[config.mk]
export PLATFORM = sky130hd
export DESIGN_NAME = kb_subsystem
export DESIGN_NICKNAME = d
export VERILOG_FILES = /design/src/hw/kb_pkg.sv /design/src/hw/ps2_rx.sv /design/src/hw/scancode_buffer.sv /design/src/hw/key_state_tracker.sv /design/src/hw/kb_apb_regs.sv /design/src/hw/kb_subsystem.sv
export SDC_FILE = /design/constraint.sdc
export NUM_CORES = 1
export LEC_CHECK = 0
export CELL_PAD_IN_SITES_DETAIL_PLACEMENT = 0
export CELL_PAD_IN_SITES_GLOBAL_PLACEMENT = 1
export CORE_AREA = 3 3 319 321
export DETAILED_ROUTE_END_ITERATION = 16
export DIE_AREA = 0 0 322 324
export DONT_BUFFER_PORTS = 1
export PLACE_DENSITY = 0.82
export SETUP_SLACK_MARGIN = 0.15
export SYNTH_ARGS = -nofsm -noshare
export SYNTH_HDL_FRONTEND = slang
export SYNTH_SLANG_ARGS = --single-unit
[constraint.sdc]
create_clock -name clk_in -period 4.7 [get_ports clk_in]
set_clock_uncertainty 0.2 [all_clocks]
set_input_delay 0.235 -clock clk_in [delete_from_list [all_inputs] [get_ports clk_in]]
set_output_delay 0.235 -clock clk_in [all_outputs]
set_load 0.05 [all_outputs]
[src/hw/kb_pkg.sv]
package kb_pkg;

  // one byte as it comes from the keyboard
  typedef logic [7:0] scancode_t;

  // APB byte address and data word
  typedef logic [11:0] apb_addr_t;
  typedef logic [31:0] apb_data_t;

  // one bit per non-prefix scancode, index = code[6:0]
  typedef logic [127:0] key_map_t;

  // a received byte, valid pulses for a single clock
  typedef struct packed {
    logic      valid;
    scancode_t code;
  } kb_event_t;

  // buffer fill state as seen by software
  typedef struct packed {
    logic       available;
    logic       overflow;
    logic [7:0] count;
  } buf_status_t;

  // register map, buffer entries live below these
  localparam apb_addr_t ADDR_CTRL = 12'h200;
  localparam apb_addr_t ADDR_ERR  = 12'h204;
  // four consecutive words, 0x210 .. 0x21c
  localparam apb_addr_t ADDR_MAP0 = 12'h210;
  localparam apb_addr_t ADDR_HELD = 12'h220;

  // set 2 prefixes
  localparam scancode_t CODE_BREAK = 8'hF0;
  localparam scancode_t CODE_EXT   = 8'hE0;

endpackage

[src/hw/ps2_rx.sv]
`timescale 1ns/1ps

module ps2_rx (
  input  logic              clk_in,
  input  logic              rst_in,
  input  logic              ps2_clk,
  input  logic              ps2_data,
  output kb_pkg::kb_event_t kb_event,
  output logic              parity_err,
  output logic              frame_err
);

  import kb_pkg::*;

  // frame is start, 8 data bits LSB first, odd parity, stop
  typedef enum logic [1:0] {
    ST_IDLE,
    ST_DATA,
    ST_PARITY,
    ST_STOP
  } rx_state_t;

  // two-stage synchronizers for both pins
  logic [1:0] clk_sync;
  logic [1:0] data_sync;
  // previous synchronized clock level, for edge detect
  logic       clk_prev;
  logic       fall;
  logic       bit_in;

  rx_state_t  state;
  logic [2:0] bit_cnt;
  scancode_t  shift;
  logic       parity_bit;
  logic       parity_ok;

  // lines idle high, so reset the sync chain to 1
  always_ff @(posedge clk_in) begin
    if (rst_in) begin
      clk_sync  <= 2'b11;
      data_sync <= 2'b11;
      clk_prev  <= 1'b1;
    end else begin
      clk_sync  <= {clk_sync[0], ps2_clk};
      data_sync <= {data_sync[0], ps2_data};
      clk_prev  <= clk_sync[1];
    end
  end

  // keyboard changes data on rising edge, we sample on falling
  assign fall   = clk_prev & ~clk_sync[1];
  assign bit_in = data_sync[1];

  // data bits plus parity must hold an odd number of ones
  assign parity_ok = ^{shift, parity_bit};

  // deserializer datapath
  always_ff @(posedge clk_in) begin
    if (fall && state == ST_DATA) begin
      shift <= {bit_in, shift[7:1]};
    end
    if (fall && state == ST_PARITY) begin
      parity_bit <= bit_in;
    end
  end

  always_ff @(posedge clk_in) begin
    if (rst_in) begin
      state      <= ST_IDLE;
      bit_cnt    <= '0;
      kb_event   <= '0;
      parity_err <= 1'b0;
      frame_err  <= 1'b0;
    end else begin
      // event and error outputs are single-cycle pulses
      kb_event.valid <= 1'b0;
      parity_err     <= 1'b0;
      frame_err      <= 1'b0;
      if (fall) begin
        case (state)
          ST_IDLE: begin
            // a high start bit is noise, stay idle
            if (!bit_in) begin
              state   <= ST_DATA;
              bit_cnt <= '0;
            end
          end
          ST_DATA: begin
            bit_cnt <= bit_cnt + 3'd1;
            if (bit_cnt == 3'd7) begin
              state <= ST_PARITY;
            end
          end
          ST_PARITY: begin
            state <= ST_STOP;
          end
          ST_STOP: begin
            state <= ST_IDLE;
            // a missing stop bit takes precedence over bad parity
            if (!bit_in) begin
              frame_err <= 1'b1;
            end else if (!parity_ok) begin
              parity_err <= 1'b1;
            end else begin
              kb_event.valid <= 1'b1;
              kb_event.code  <= shift;
            end
          end
          default: state <= ST_IDLE;
        endcase
      end
    end
  end

endmodule

[src/hw/scancode_buffer.sv]
`timescale 1ns/1ps

module scancode_buffer #(
  parameter int BUF_DEPTH_LOG2 = 7
) (
  input  logic                      clk_in,
  input  logic                      rst_in,
  input  kb_pkg::kb_event_t         kb_event,
  input  logic                      clear,
  input  logic [BUF_DEPTH_LOG2-1:0] rd_index,
  output kb_pkg::scancode_t         rd_data,
  output kb_pkg::buf_status_t       status
);

  import kb_pkg::*;

  localparam int DEPTH = 1 << BUF_DEPTH_LOG2;

  // byte RAM, filled from entry 0 in arrival order
  scancode_t mem [DEPTH];

  // one extra bit so a full buffer is representable
  logic [BUF_DEPTH_LOG2:0]   count;
  logic                      overflow;
  logic                      full;
  logic                      wr_en;
  // registered read address for the synchronous port
  logic [BUF_DEPTH_LOG2-1:0] rd_addr_q;

  // count never passes DEPTH, so the top bit alone marks full
  assign full = count[BUF_DEPTH_LOG2];

  // clear beats a simultaneous event
  // a full buffer drops the byte but the receiver keeps going
  assign wr_en = kb_event.valid & ~clear & ~full;

  always_ff @(posedge clk_in) begin
    if (rst_in) begin
      count    <= '0;
      overflow <= 1'b0;
    end else if (clear) begin
      count    <= '0;
      overflow <= 1'b0;
    end else if (kb_event.valid) begin
      if (full) begin
        // stays set until software clears the buffer
        overflow <= 1'b1;
      end else begin
        count <= count + 1'b1;
      end
    end
  end

  // write port, next free slot is the current count
  always_ff @(posedge clk_in) begin
    if (wr_en) begin
      mem[count[BUF_DEPTH_LOG2-1:0]] <= kb_event.code;
    end
  end

  // read port
  // address registered, then data registered
  // data shows up on the second clock after rd_index
  always_ff @(posedge clk_in) begin
    rd_addr_q <= rd_index;
    rd_data   <= mem[rd_addr_q];
  end

  // status for the register block
  assign status.available = (count != '0);
  assign status.overflow  = overflow;
  assign status.count     = 8'(count);

endmodule

[src/hw/key_state_tracker.sv]
`timescale 1ns/1ps

module key_state_tracker (
  input  logic              clk_in,
  input  logic              rst_in,
  input  kb_pkg::kb_event_t kb_event,
  output kb_pkg::key_map_t  key_map,
  output logic [7:0]        held_count
);

  import kb_pkg::*;

  // an F0 was seen, next key code is a release
  logic       break_pending;
  logic [6:0] key_idx;
  // current state of the addressed key
  logic       key_down;

  assign key_idx  = kb_event.code[6:0];
  assign key_down = key_map[key_idx];

  always_ff @(posedge clk_in) begin
    if (rst_in) begin
      break_pending <= 1'b0;
      key_map       <= '0;
      held_count    <= '0;
    end else if (kb_event.valid) begin
      if (kb_event.code == CODE_BREAK) begin
        break_pending <= 1'b1;
      end else if (kb_event.code != CODE_EXT) begin
        // E0 is skipped and leaves a pending break intact
        // so E0 F0 xx releases the base key xx
        break_pending <= 1'b0;
        // codes 80..FF carry no key bit
        if (!kb_event.code[7]) begin
          if (break_pending) begin
            key_map[key_idx] <= 1'b0;
            // release of a key not held leaves the count alone
            if (key_down) begin
              held_count <= held_count - 8'd1;
            end
          end else begin
            key_map[key_idx] <= 1'b1;
            // typematic repeats of a held key do not count twice
            if (!key_down) begin
              held_count <= held_count + 8'd1;
            end
          end
        end
      end
    end
  end

endmodule

[src/hw/kb_apb_regs.sv]
`timescale 1ns/1ps

module kb_apb_regs #(
  parameter int BUF_DEPTH_LOG2 = 7
) (
  input  logic                      clk_in,
  input  logic                      rst_in,
  input  logic                      psel,
  input  logic                      penable,
  input  logic                      pwrite,
  input  kb_pkg::apb_addr_t         paddr,
  input  kb_pkg::apb_data_t         pwdata,
  output kb_pkg::apb_data_t         prdata,
  output logic                      pready,
  output logic                      pslverr,
  output logic [BUF_DEPTH_LOG2-1:0] rd_index,
  input  kb_pkg::scancode_t         rd_data,
  input  kb_pkg::buf_status_t       status,
  input  logic                      parity_err,
  input  logic                      frame_err,
  input  kb_pkg::key_map_t          key_map,
  input  logic [7:0]                held_count,
  output logic                      clear,
  output logic                      irq
);

  import kb_pkg::*;

  // target of the current transfer, latched in the setup phase
  typedef struct packed {
    logic       buf_hit;
    logic       ctrl;
    logic       err;
    logic       map;
    logic       held;
    logic [1:0] word;
  } apb_sel_t;

  apb_sel_t  sel_d;
  apb_sel_t  sel_q;
  logic      setup;
  logic      access;
  logic      mapped;
  logic      buf_wait;
  logic      wr_done;
  logic      parity_flag;
  logic      frame_flag;
  apb_data_t rd_word;

  assign setup  = psel & ~penable;
  assign access = psel & penable;

  always_comb begin
    sel_d         = '0;
    // buffer entries occupy 0 .. 4*depth-4
    sel_d.buf_hit = (paddr[11:BUF_DEPTH_LOG2+2] == '0);
    sel_d.ctrl    = (paddr == ADDR_CTRL);
    sel_d.err     = (paddr == ADDR_ERR);
    sel_d.map     = (paddr[11:4] == ADDR_MAP0[11:4]);
    sel_d.held    = (paddr == ADDR_HELD);
    sel_d.word    = paddr[3:2];
  end

  always_ff @(posedge clk_in) begin
    if (rst_in) begin
      sel_q <= '0;
    end else if (setup) begin
      sel_q <= sel_d;
    end
  end

  assign mapped = sel_q.buf_hit | sel_q.ctrl | sel_q.err | sel_q.map | sel_q.held;

  // RAM sees the index already in setup, paddr is stable through access
  assign rd_index = paddr[BUF_DEPTH_LOG2+1:2];

  // buffer reads stall one cycle for the registered RAM output
  assign pready = access & (~sel_q.buf_hit | pwrite | buf_wait);

  always_ff @(posedge clk_in) begin
    if (rst_in) begin
      buf_wait <= 1'b0;
    end else begin
      buf_wait <= access & ~pready;
    end
  end

  // unmapped space answers with an error, data stays zero
  assign pslverr = pready & ~mapped;
  assign wr_done = pready & pwrite;

  // write data is don't-care, any write to CTRL or ERR acts as a clear
  always_ff @(posedge clk_in) begin
    if (rst_in) begin
      clear       <= 1'b0;
      parity_flag <= 1'b0;
      frame_flag  <= 1'b0;
    end else begin
      clear <= wr_done & sel_q.ctrl;
      // a new error in the clearing cycle is kept
      parity_flag <= (parity_flag & ~(wr_done & sel_q.err)) | parity_err;
      frame_flag  <= (frame_flag & ~(wr_done & sel_q.err)) | frame_err;
    end
  end

  // read mux
  always_comb begin
    rd_word = '0;
    if (sel_q.buf_hit) begin
      rd_word = {24'd0, rd_data};
    end else if (sel_q.ctrl) begin
      rd_word = {16'd0, status.count, 6'd0, status.overflow, status.available};
    end else if (sel_q.err) begin
      rd_word = {30'd0, frame_flag, parity_flag};
    end else if (sel_q.map) begin
      // word k holds keys 32k .. 32k+31
      rd_word = key_map[{sel_q.word, 5'd0} +: 32];
    end else if (sel_q.held) begin
      rd_word = {24'd0, held_count};
    end
  end

  assign prdata = (pready & ~pwrite) ? rd_word : '0;

  // level interrupt, drops when software clears the buffer
  assign irq = status.available;

endmodule

[src/hw/kb_subsystem.sv]
`timescale 1ns/1ps

module kb_subsystem #(
  parameter int BUF_DEPTH_LOG2 = 7
) (
  input  logic              clk_in,
  input  logic              rst_in,
  input  logic              psel,
  input  logic              penable,
  input  logic              pwrite,
  input  kb_pkg::apb_addr_t paddr,
  input  kb_pkg::apb_data_t pwdata,
  output kb_pkg::apb_data_t prdata,
  output logic              pready,
  output logic              pslverr,
  input  logic              ps2_clk,
  input  logic              ps2_data,
  output logic              irq
);

  import kb_pkg::*;

  // receiver fans out to buffer and tracker
  kb_event_t                 kb_event;
  logic                      parity_err;
  logic                      frame_err;
  // buffer side of the register block
  logic [BUF_DEPTH_LOG2-1:0] rd_index;
  scancode_t                 rd_data;
  buf_status_t               status;
  logic                      clear;
  // tracker results
  key_map_t                  key_map;
  logic [7:0]                held_count;

  ps2_rx i_ps2_rx (
    .clk_in     (clk_in),
    .rst_in     (rst_in),
    .ps2_clk    (ps2_clk),
    .ps2_data   (ps2_data),
    .kb_event   (kb_event),
    .parity_err (parity_err),
    .frame_err  (frame_err)
  );

  scancode_buffer #(
    .BUF_DEPTH_LOG2 (BUF_DEPTH_LOG2)
  ) i_scancode_buffer (
    .clk_in   (clk_in),
    .rst_in   (rst_in),
    .kb_event (kb_event),
    .clear    (clear),
    .rd_index (rd_index),
    .rd_data  (rd_data),
    .status   (status)
  );

  key_state_tracker i_key_state_tracker (
    .clk_in     (clk_in),
    .rst_in     (rst_in),
    .kb_event   (kb_event),
    .key_map    (key_map),
    .held_count (held_count)
  );

  kb_apb_regs #(
    .BUF_DEPTH_LOG2 (BUF_DEPTH_LOG2)
  ) i_kb_apb_regs (
    .clk_in     (clk_in),
    .rst_in     (rst_in),
    .psel       (psel),
    .penable    (penable),
    .pwrite     (pwrite),
    .paddr      (paddr),
    .pwdata     (pwdata),
    .prdata     (prdata),
    .pready     (pready),
    .pslverr    (pslverr),
    .rd_index   (rd_index),
    .rd_data    (rd_data),
    .status     (status),
    .parity_err (parity_err),
    .frame_err  (frame_err),
    .key_map    (key_map),
    .held_count (held_count),
    .clear      (clear),
    .irq        (irq)
  );

endmodule

# [Word-level counts from Yosys, hierarchy flattened]
# Memories as Yosys holds them, arrays and structs flattened. A register that Yosys moved wholly into a read port is not among the register bits.
# Index checks and enable logic that the tools add are counted.
[classes] n_addsub=4 muxes=27 shifts=1 n_bitwise=39 reduce_logical=20 order_cmp=2 n_eq_ne=14
[ops] cell="two-way mux 32 bit" count=5
[ops] cell="bitwise AND 128 bit" count=1
[ops] cell="two-way mux 128 bit" count=1
[ops] cell="inverter 128 bit" count=1
[ops] cell="OR 128 bit" count=1
[ops] cell="variable part select 128 x 8 -> 32 bit" count=1
[ops] cell="two-way mux 8 bit" count=5
[ops] cell="equality test 12 x 10 -> 1 bit, second input constant" count=3
[ops] cell="adder 8 x 1 -> 8 bit, second input constant" count=2
[ops] cell="bitwise AND 1 bit" count=14
[ops] cell="inverter 1 bit" count=14
[ops] cell="two-way mux 9 bit" count=1
[ops] cell="XOR reduction 9 bit" count=1
[ops] cell="equality test 8 x 6 -> 1 bit, second input constant" count=1
[ops] cell="equality test 8 bit, second input constant" count=1
[ops] cell="< comparator 7 x 8 -> 1 bit, second input constant" count=1
[ops] cell="two-way mux 1 bit" count=8
[ops] cell="inequality test 8 bit, second input constant" count=1
[ops] cell="OR 1 bit" count=8
[ops] cell="case mux 2 bit (4 select lines)" count=1
[ops] cell="AND reduction 4 bit" count=2
[ops] cell="nonzero test 8 bit" count=1
[ops] cell="subtractor 8 x 1 -> 8 bit, second input constant" count=1
[ops] cell="binary-select mux 1 bit (select 7 bit)" count=1
[ops] cell="21 further kinds" count=31
[word_totals] memories=1 in_bits=51 wordCells=136 output_inout_bits=35 register_bits=194 ramBits=1024
[memory_table] memory="i_scancode_buffer.mem" depth=128 width=8 read_ports=1 rd_ports_with_merged_regs=1 write_ports=1 line_no="scancode_buffer.sv:20" text="scancode_t mem [DEPTH];"

# [Longest topological paths before layout]
# Gate-level depths: netlist (run 1).
[depth] ltp_word=9 depth_mapped=9 ltp_nobuf=9

# [Modules after synthesis]
# From an unflattened synthesis (run 1), not the netlist that was laid out.
[unflattened] cells_unflattened=2714 hier_area_um2=49960.4
[by_module_without_submodules] mod="scancode_buffer" n_inst=1 area_each_um2=40219.8 cells_per_inst=1695
[by_module_without_submodules] mod="key_state_tracker" n_inst=1 area_each_um2=6703.9 cells_per_inst=731
[by_module_without_submodules] mod="kb_apb_regs" n_inst=1 area_each_um2=1789.2 cells_per_inst=184
[by_module_without_submodules] mod="ps2_rx" n_inst=1 area_each_um2=1247.4 cells_per_inst=104

# [Worst setup path before layout (run 1)]
# OpenSTA, ideal clock, no wires.
[synth_path] path_kind="register -> register" start="reg, netlist name i_ps2_rx.kb_event[2]" end="reg i_key_state_tracker.held_count[7]" setup_ns=0.123 stages_incl_launch_ff=9 path_slack_ns=-0.401 arrival_ns=4.778 t_required_ns=4.377 cell_sequence="dfxtp_1 -> clkbuf_1 -> buf_1 -> mux4_2 -> mux4_2 -> mux4_2 -> mux2_2 -> o31ai_1 -> mux2_1"
[synth_via] elab_chain_len=4
[synth_lines] element="binary-select mux 1 bit (select 7 bit)" line_no="key_state_tracker.sv:20" text="assign key_down = key_map[key_idx];"
[synth_lines] element="two-way mux 1 bit (implied by the code)" line_no="key_state_tracker.sv:20"
[synth_lines] element="inequality test 2 x 1 -> 1 bit (no line) / inequality test 2 bit (equally long branches)"
[synth_lines] element="AND reduction 6 bit (no line) *"
[synth_lines] element="end signal, assigned" line_no="key_state_tracker.sv:40" text="held_count <= held_count - 8'd1;"
[synth_lines] element="end signal, assigned" line_no="key_state_tracker.sv:46" text="held_count <= held_count + 8'd1;"
[synth_lines] element="end, declared" line_no="key_state_tracker.sv:8" text="output logic [7:0] held_count"
# Every way passes the cells marked *; elsewhere a longest branch is shown, timed or not. The select of a mux whose other input is x is not followed.
# A chain may end at the register's enable or synchronous reset.

# [Final worst setup path (run 1)]
[layout_path] start="reg, netlist name i_ps2_rx.kb_event[0]" end="reg i_key_state_tracker.held_count[5]"
[layout_via] elab_chain_len=4
[layout_lines] element="binary-select mux 1 bit (select 7 bit)" line_no="key_state_tracker.sv:20"
[layout_lines] element="two-way mux 1 bit (implied by the code)" line_no="key_state_tracker.sv:20"
[layout_lines] element="inequality test 2 x 1 -> 1 bit (no line) / inequality test 2 bit (equally long branches)"
[layout_lines] element="AND reduction 6 bit (no line) *"
# Marked as above.

==> results of run 1 <==
-- cell usage in the layout, fill, tap and decap left out, types with 4 or more instances in the layout --
master	instances
edfxtp_1	1033
mux4_2	410
nor2_1	186
dfxtp_1	179
a21oi_1	144
or3_1	138
o21ai_0	135
clkbuf_16	117
nand2_1	46
buf_4	40
clkbuf_1	28
dlygate4sd3_1	26
clkinv_1	24
and2_1	20
nor2b_1	20
nand3_1	20
clkinv_2	16
xnor2_1	14
mux2i_1	14
ha_1	14
inv_1	13
dfxtp_4	13
a22oi_1	12
buf_12	10
o21ai_1	9
mux2_2	9
clkinvlp_4	9
bufinv_16	9
nand4_1	8
nor3_1	6
or2_2	6
a22o_1	5
nor4_1	5
inv_6	5
xor2_1	4
-- metal layers --
| layer | routed length [microns] | vias to the layer above | GRT usage | part of all wire |
|---|---|---|---|---|
| li1 | - | 10920 | - | - |
| met1 | 45500 | 13598 | 0.318 | 0.39 |
| met2 | 55900 | 1357 | 0.358 | 0.48 |
| met3 | 11400 | 193 | 0.0512 | 0.098 |
| met4 | 3520 | 6 | 0.0725 | 0.030 |
| met5 | 34 | - | 0 | 0.00029 |
-- final cells by class --
type                    count  area share
diodes                      3    0.000136
clock buffers             146      0.0554
clock inverters            71      0.0122
inverters                  13    0.000887
multi-input cells        1257       0.253
flip-flops and latches   1226       0.635
well taps                1298      0.0295
repair buffers             77      0.0143
-- report_power, final --
| part | switching (uW) | total [uW] | internal [uW] |
|---|---|---|---|
| clock network | 4020 | 9130 | 5100 |
| registers | 66.4 | 11700 | 11600 |
| logic | 334 | 699 | 365 |
-- cells by family after synthesis --
logic type                 share of synthesized area
xor gates and xnor gates                     0.00318
AOI/OAI and AO/OA                             0.0340
DFF                                            0.703
muxes                                          0.192
adders and majority gates                    0.00393
buffers and inverters                         0.0170
and+or+nand+nor                               0.0471
-- through the flow --
stage / hold slack, ps / utilization
finish: 75.0 / 0.553
global route: 30.0 / 0.553
CTS: 11.6 / 0.553
detailed placement: 63.4 / 0.512
global placement: 63.6 / 0.512
floorplan: 62.7 / -
-- worst min-delay path by stage --
stage                                           to  slack (ps)  cells past startpoint
floorplan           i_scancode_buffer.rd_addr_q[0]          60                      0
global placement    i_scancode_buffer.rd_addr_q[4]          60                      0
detailed placement  i_scancode_buffer.rd_addr_q[4]          60                      0
CTS                 i_scancode_buffer.rd_addr_q[1]          10                      1
global route        i_scancode_buffer.rd_addr_q[1]          30                      1
finish              i_scancode_buffer.rd_addr_q[1]          70                      1
==> impl_metrics.py, run 1 <==
metrics = {
    "global_routing": {
        "antenna_found_initial": 6,
        "grt_pass1_vias": 26360,
        "grt_overflow": 0,
        "grt_max_degree": 173,
        "track_usage": 0.226,
        "grt_pass1_wl_mm": 175,
    },
    "worst_setup_path": {
        "slowest_stage": "dfxtp_4",
        "slowest_delay_ps": 590,
        "worst-path-buf-inv": 1,
        "worstPathRequired_ps": 5040,
        "crit_family": "multiplexers",
        "critical_path_cell_count": 8,
        "crit_fanout": 22,
        "r2r-end": "i_key_state_tracker.held_count[5]",
        "critPathKind": "register to register",
        "startpoint": "i_ps2_rx.kb_event[0]",
        "timing.critical_path.to": "i_key_state_tracker.held_count[5]",
        "worstSetupStartpointType": "register",
        "reg2reg_slack_ps": 920,
        "worstRegToRegCells": 8,
        "worst_ep_arrival_time_ps": 4120,
        "r2r-start": "i_ps2_rx.kb_event[0]",
        "endpoint_kind": "register",
        "crit_top_cell": "mux4_2",
        "crit_chain": "buf_12, mux4_2, mux4_2, mux4_2, mux2_2, mux2i_4, mux2i_1, nor2_1",
    },
    "placed_design": {
        "place.gp.congestion": 0.860,
        "placed_area_sq_mm": 0.0510,
        "io_buffers": 0,
        "place_ws_ps": 918,
        "hpwlAfterDp_mm": 71.2,
        "placed_cells": 3844,
    },
    "synth": {
        "synthFlopType": "edfxtp_1",
        "netlist_top_cells_count": "edfxtp_1 (1,033), mux4_2 (410), dfxtp_1 (193)",
        "ys_types": 48,
        "synth_cells": 2700,
        "synth-seq-area-share": 0.703,
        "syn-num-nets": 2766,
        "synth_top_area_share": 0.625,
        "yosys_warnings": 0,
        "synth_area_sq_mm": 0.0496,
        "synth-seq-cells": 1226,
        "ys_async_sr_fraction": 0,
        "yosysMostFrequentCell": "edfxtp_1",
        "synth_area_leaders": "edfxtp_1 (63%), mux4_2 (19%), dfxtp_1 (7.8%), or3_1 (1.7%), a21oi_1 (1.5%)",
        "synth_area_per_cell_sq_um": 18.4,
        "synth_edf_count": 1033,
        "synth_largest_area_cell": "edfxtp_1",
    },
    "clock_tree": {
        "ctsRootBufferMaster": "clkbuf_16",
        "htreeDepth": 3,
        "cts_buffers": 117,
        "clk_path_buf_depth": 3,
        "cts_tree": "built",
        "cts-resized-gates": 0,
        "cts_setup_buffers": 0,
        "clk_latency_ps": 700,
        "cts_hold_buf": 27,
        "clk_pin_slew_ps": 60,
        "clock_sinks": 1226,
    },
    "finish": {
        "drive_gt1_frac": 0.237,
        "areaGrowthSynthToFinish_pct": 10.9,
        "design_area_sq_mm": 0.0550,
        "regArea_sq_mm": 0.0349,
        "final_nets": 2758,
        "fillerInstances": 7394,
        "fin_cells": 4091,
        "multi_input_area_sq_mm": 0.0139,
    },
    "die": {
        "dieWidth_microns": 322,
        "rows": 116,
        "start_util": 0.498,
        "die_h_microns": 324,
        "die_area_sq_mm": 0.104,
        "io_pins": 86,
        "coreArea_sq_mm": 0.0996,
    },
    "detailed_routing": {
        "post_drt_wl_per_cell_microns": 28.4,
        "vias": 26074,
        "wl_mm": 116,
        "routed_via_density": 6.37,
        "dr.pass1.iters": 5,
        "drtAntennaViolNets": 0,
        "route.detailed.drc": 0,
        "drtIter0Drc": 3339,
    },
    "pwr": {
        "p_leak_uw": 0.0169,
        "irDropWorstVdd_mv": 0.315,
        "power_density_mw_per_mm2": 391,
        "finalPower_uw": 21500,
    },
    "timing": {
        "fin_crit_ps": 3780,
        "finalCritPeriodShare": 0.805,
        "worstMarginPinSlew_ps": 1250,
        "fmaxAchievable_ghz": 0.264,
        "hold_viol": 0,
        "setup_violations": 0,
        "slew_headroom": 0.162,
        "rsz0062_at_grt": "false",
        "setup_tns_ps": 0,
        "drv_slew": 0,
        "final.setup.worst_slack_ps": 918,
    },
    "job": {
        "maxCapViolations": 0,
    },
    "min_path": {
        "hold_path_class": "input pin to register",
        "hold_start": "paddr[3]",
    },
    "status": {
        "status": "completed",
    },
}
No activity file was read; power rests on OpenSTA's default activity.
==> run 2: changes to the inputs <==
CORE_AREA = 3 3 305 307   (was 3 3 319 321)
DIE_AREA = 0 0 308 310   (was 0 0 322 324)
PLACE_DENSITY = 0.85   (was 0.82)
clock period = 3.7 ns   (was 4.7 ns; I/O delays follow)
==> impl_metrics.py, run 2 (synthesized netlist as in run 1, its figures left out) <==
metrics = {
    "status": {
        "status": "completed",
    },
    "worst_setup_path": {
        "worstSetupStartpointType": "register",
        "slowest_stage": "mux4_2",
        "r2r-start": "i_ps2_rx.kb_event[0]",
        "endpoint_kind": "register",
        "critPathKind": "register to register",
        "startpoint": "i_ps2_rx.kb_event[0]",
        "crit_fanout": 11,
        "crit_top_cell": "mux4_2",
        "crit_chain": "buf_12, mux4_2, mux4_2, mux4_2, mux2_4, o31ai_2, mux2_1",
        "slowest_delay_ps": 540,
        "worstPathRequired_ps": 4080,
        "worst_ep_arrival_time_ps": 3810,
    },
    "job": {
        "maxCapViolations": 0,
    },
    "timing": {
        "slew_headroom": 0.241,
        "finalCritPeriodShare": 0.927,
        "final.setup.worst_slack_ps": 271,
        "drv_slew": 0,
        "worstMarginPinSlew_ps": 1140,
        "fmaxAchievable_ghz": 0.292,
        "holdWs_ps": 38.3,
        "fin_crit_ps": 3430,
        "setup_violations": 0,
        "rsz0062_at_grt": "false",
        "hold_viol": 0,
        "setup_tns_ps": 0,
    },
    "finish": {
        "layout_common_cells": "edfxtp_1 (1,033), mux4_2 (410), nor2_1 (186), dfxtp_1 (179), buf_4 (172)",
        "fin_util": 0.625,
        "drive_gt1_frac": 0.276,
        "areaGrowthSynthToFinish_pct": 13.8,
        "layout_commonest_cell": "edfxtp_1",
        "final_nets": 2907,
    },
    "detailed_routing": {
        "dr.pass1.iters": 6,
        "routed_via_density": 6.56,
        "route.detailed.drc": 0,
        "drtAntennaViolNets": 0,
        "drtIter0Drc": 3465,
        "vias": 27014,
        "post_drt_wl_per_cell_microns": 29.4,
        "wl_mm": 121,
    },
    "clock_tree": {
        "clk_latency_ps": 700,
        "clk_path_buf_depth": 3,
        "cts_buffers": 117,
        "clk_pin_slew_ps": 60,
        "htreeDepth": 3,
        "ctsRootBufferMaster": "clkbuf_16",
        "clock_sinks": 1226,
        "cts_tree": "built",
    },
    "placed_design": {
        "place.gp.congestion": 0.843,
        "io_buffers": 0,
        "place_ws_ps": 173,
        "hpwlAfterDp_mm": 74.7,
    },
    "global_routing": {
        "grt_pass1_vias": 27023,
        "grt_overflow": 0,
        "track_usage": 0.257,
        "grt_pass1_wl_mm": 181,
        "grt_max_degree": 173,
        "antenna_found_initial": 6,
    },
    "pwr": {
        "power_frac_seq": 0.526,
        "pwr-share-comb": 0.034,
        "pwr-share-clk": 0.440,
        "p_sw_uw": 5650,
        "p_sw_frac": 0.200,
        "finalPower_uw": 28200,
        "p_leak_uw": 0.0179,
        "power_density_mw_per_mm2": 499,
        "irDropWorstVdd_mv": 0.452,
        "intPower_uw": 22500,
    },
    "die": {
        "coreArea_sq_mm": 0.0903,
        "start_util": 0.549,
        "io_pins": 86,
        "die_h_microns": 310,
        "dieWidth_microns": 308,
        "rows": 110,
        "die_area_sq_mm": 0.0955,
    },
    "min_path": {
        "hold_path_class": "input pin to register",
        "hold_start": "paddr[7]",
    },
}
## run 2: area by class of cell
type	instances	area (sq um)
Inverter	13	48.8
Tap cell	1176	1470
Multi-Input combinational cell	1257	13900
Clock inverter	68	837
Sequential cell	1226	34900
Fill cell	5948	33800
Antenna cell	2	5.00
Clock buffer	152	3190
Timing Repair Buffer	226	2070
## run 2: routing by layer
| layer | track usage | routed length (microns) |
|---|---|---|
| met1 | 0.355 | 45700 |
| met2 | 0.424 | 60400 |
| met3 | 0.0469 | 11000 |
| met4 | 0.0791 | 4160 |
| met5 | 0 | 54 |
## run 2: power by group through the flow
stage          Combinational [uW]  Sequential, uW  Clock, uW
6_report                      949           14800      12400
5_1_grt                       991           14800      13000
4_1_cts                       955           14800      12500
3_5_place_dp                  882           15100          0
3_3_place_gp                  866           15100          0
2_1_floorplan                 650           15100          0
## run 2: repair_timing
| action | CTS | global route |
|---|---|---|
| cloned | 0 | 1 |
| resized for setup | 0 | 3 |
| endpoints found under the hold margin | 185 | 0 |
| hold buffers | 32 | 0 |
| endpoints found under the setup margin | 2 | 9 |
| buffers inserted | 1 | 4 |
## run 2: stage by stage
stage | std cells | instance area (sq um)
after CTS | 4113 | 56400
after detailed placement | 3860 | 52000
after global placement | 3860 | 52000
final | 4120 | 56500
after floorplan | 2700 | 49700
after global routing | 4118 | 56500
## run 2: worst max-delay path: cells and delay by family, from the launching register on
kind | cells | cell delay, ps
muxes | 5 | 2180
DFF | 1 | 440
AOI/OAI and AO/OA | 1 | 290
buffers and inverters | 1 | 190
## run 2: final timing paths
| path | endpoint | slack (ps) | depth (start not counted) |
|---|---|---|---|
| setup reg to reg | i_key_state_tracker.held_count[7] | 270 | 7 |
| setup / recovery | i_key_state_tracker.held_count[7] | 270 | 7 |
| hold reg to reg | i_ps2_rx.data_sync[1] | 220 | 1 |
| hold / removal | i_scancode_buffer.rd_addr_q[5] | 40 | 1 |
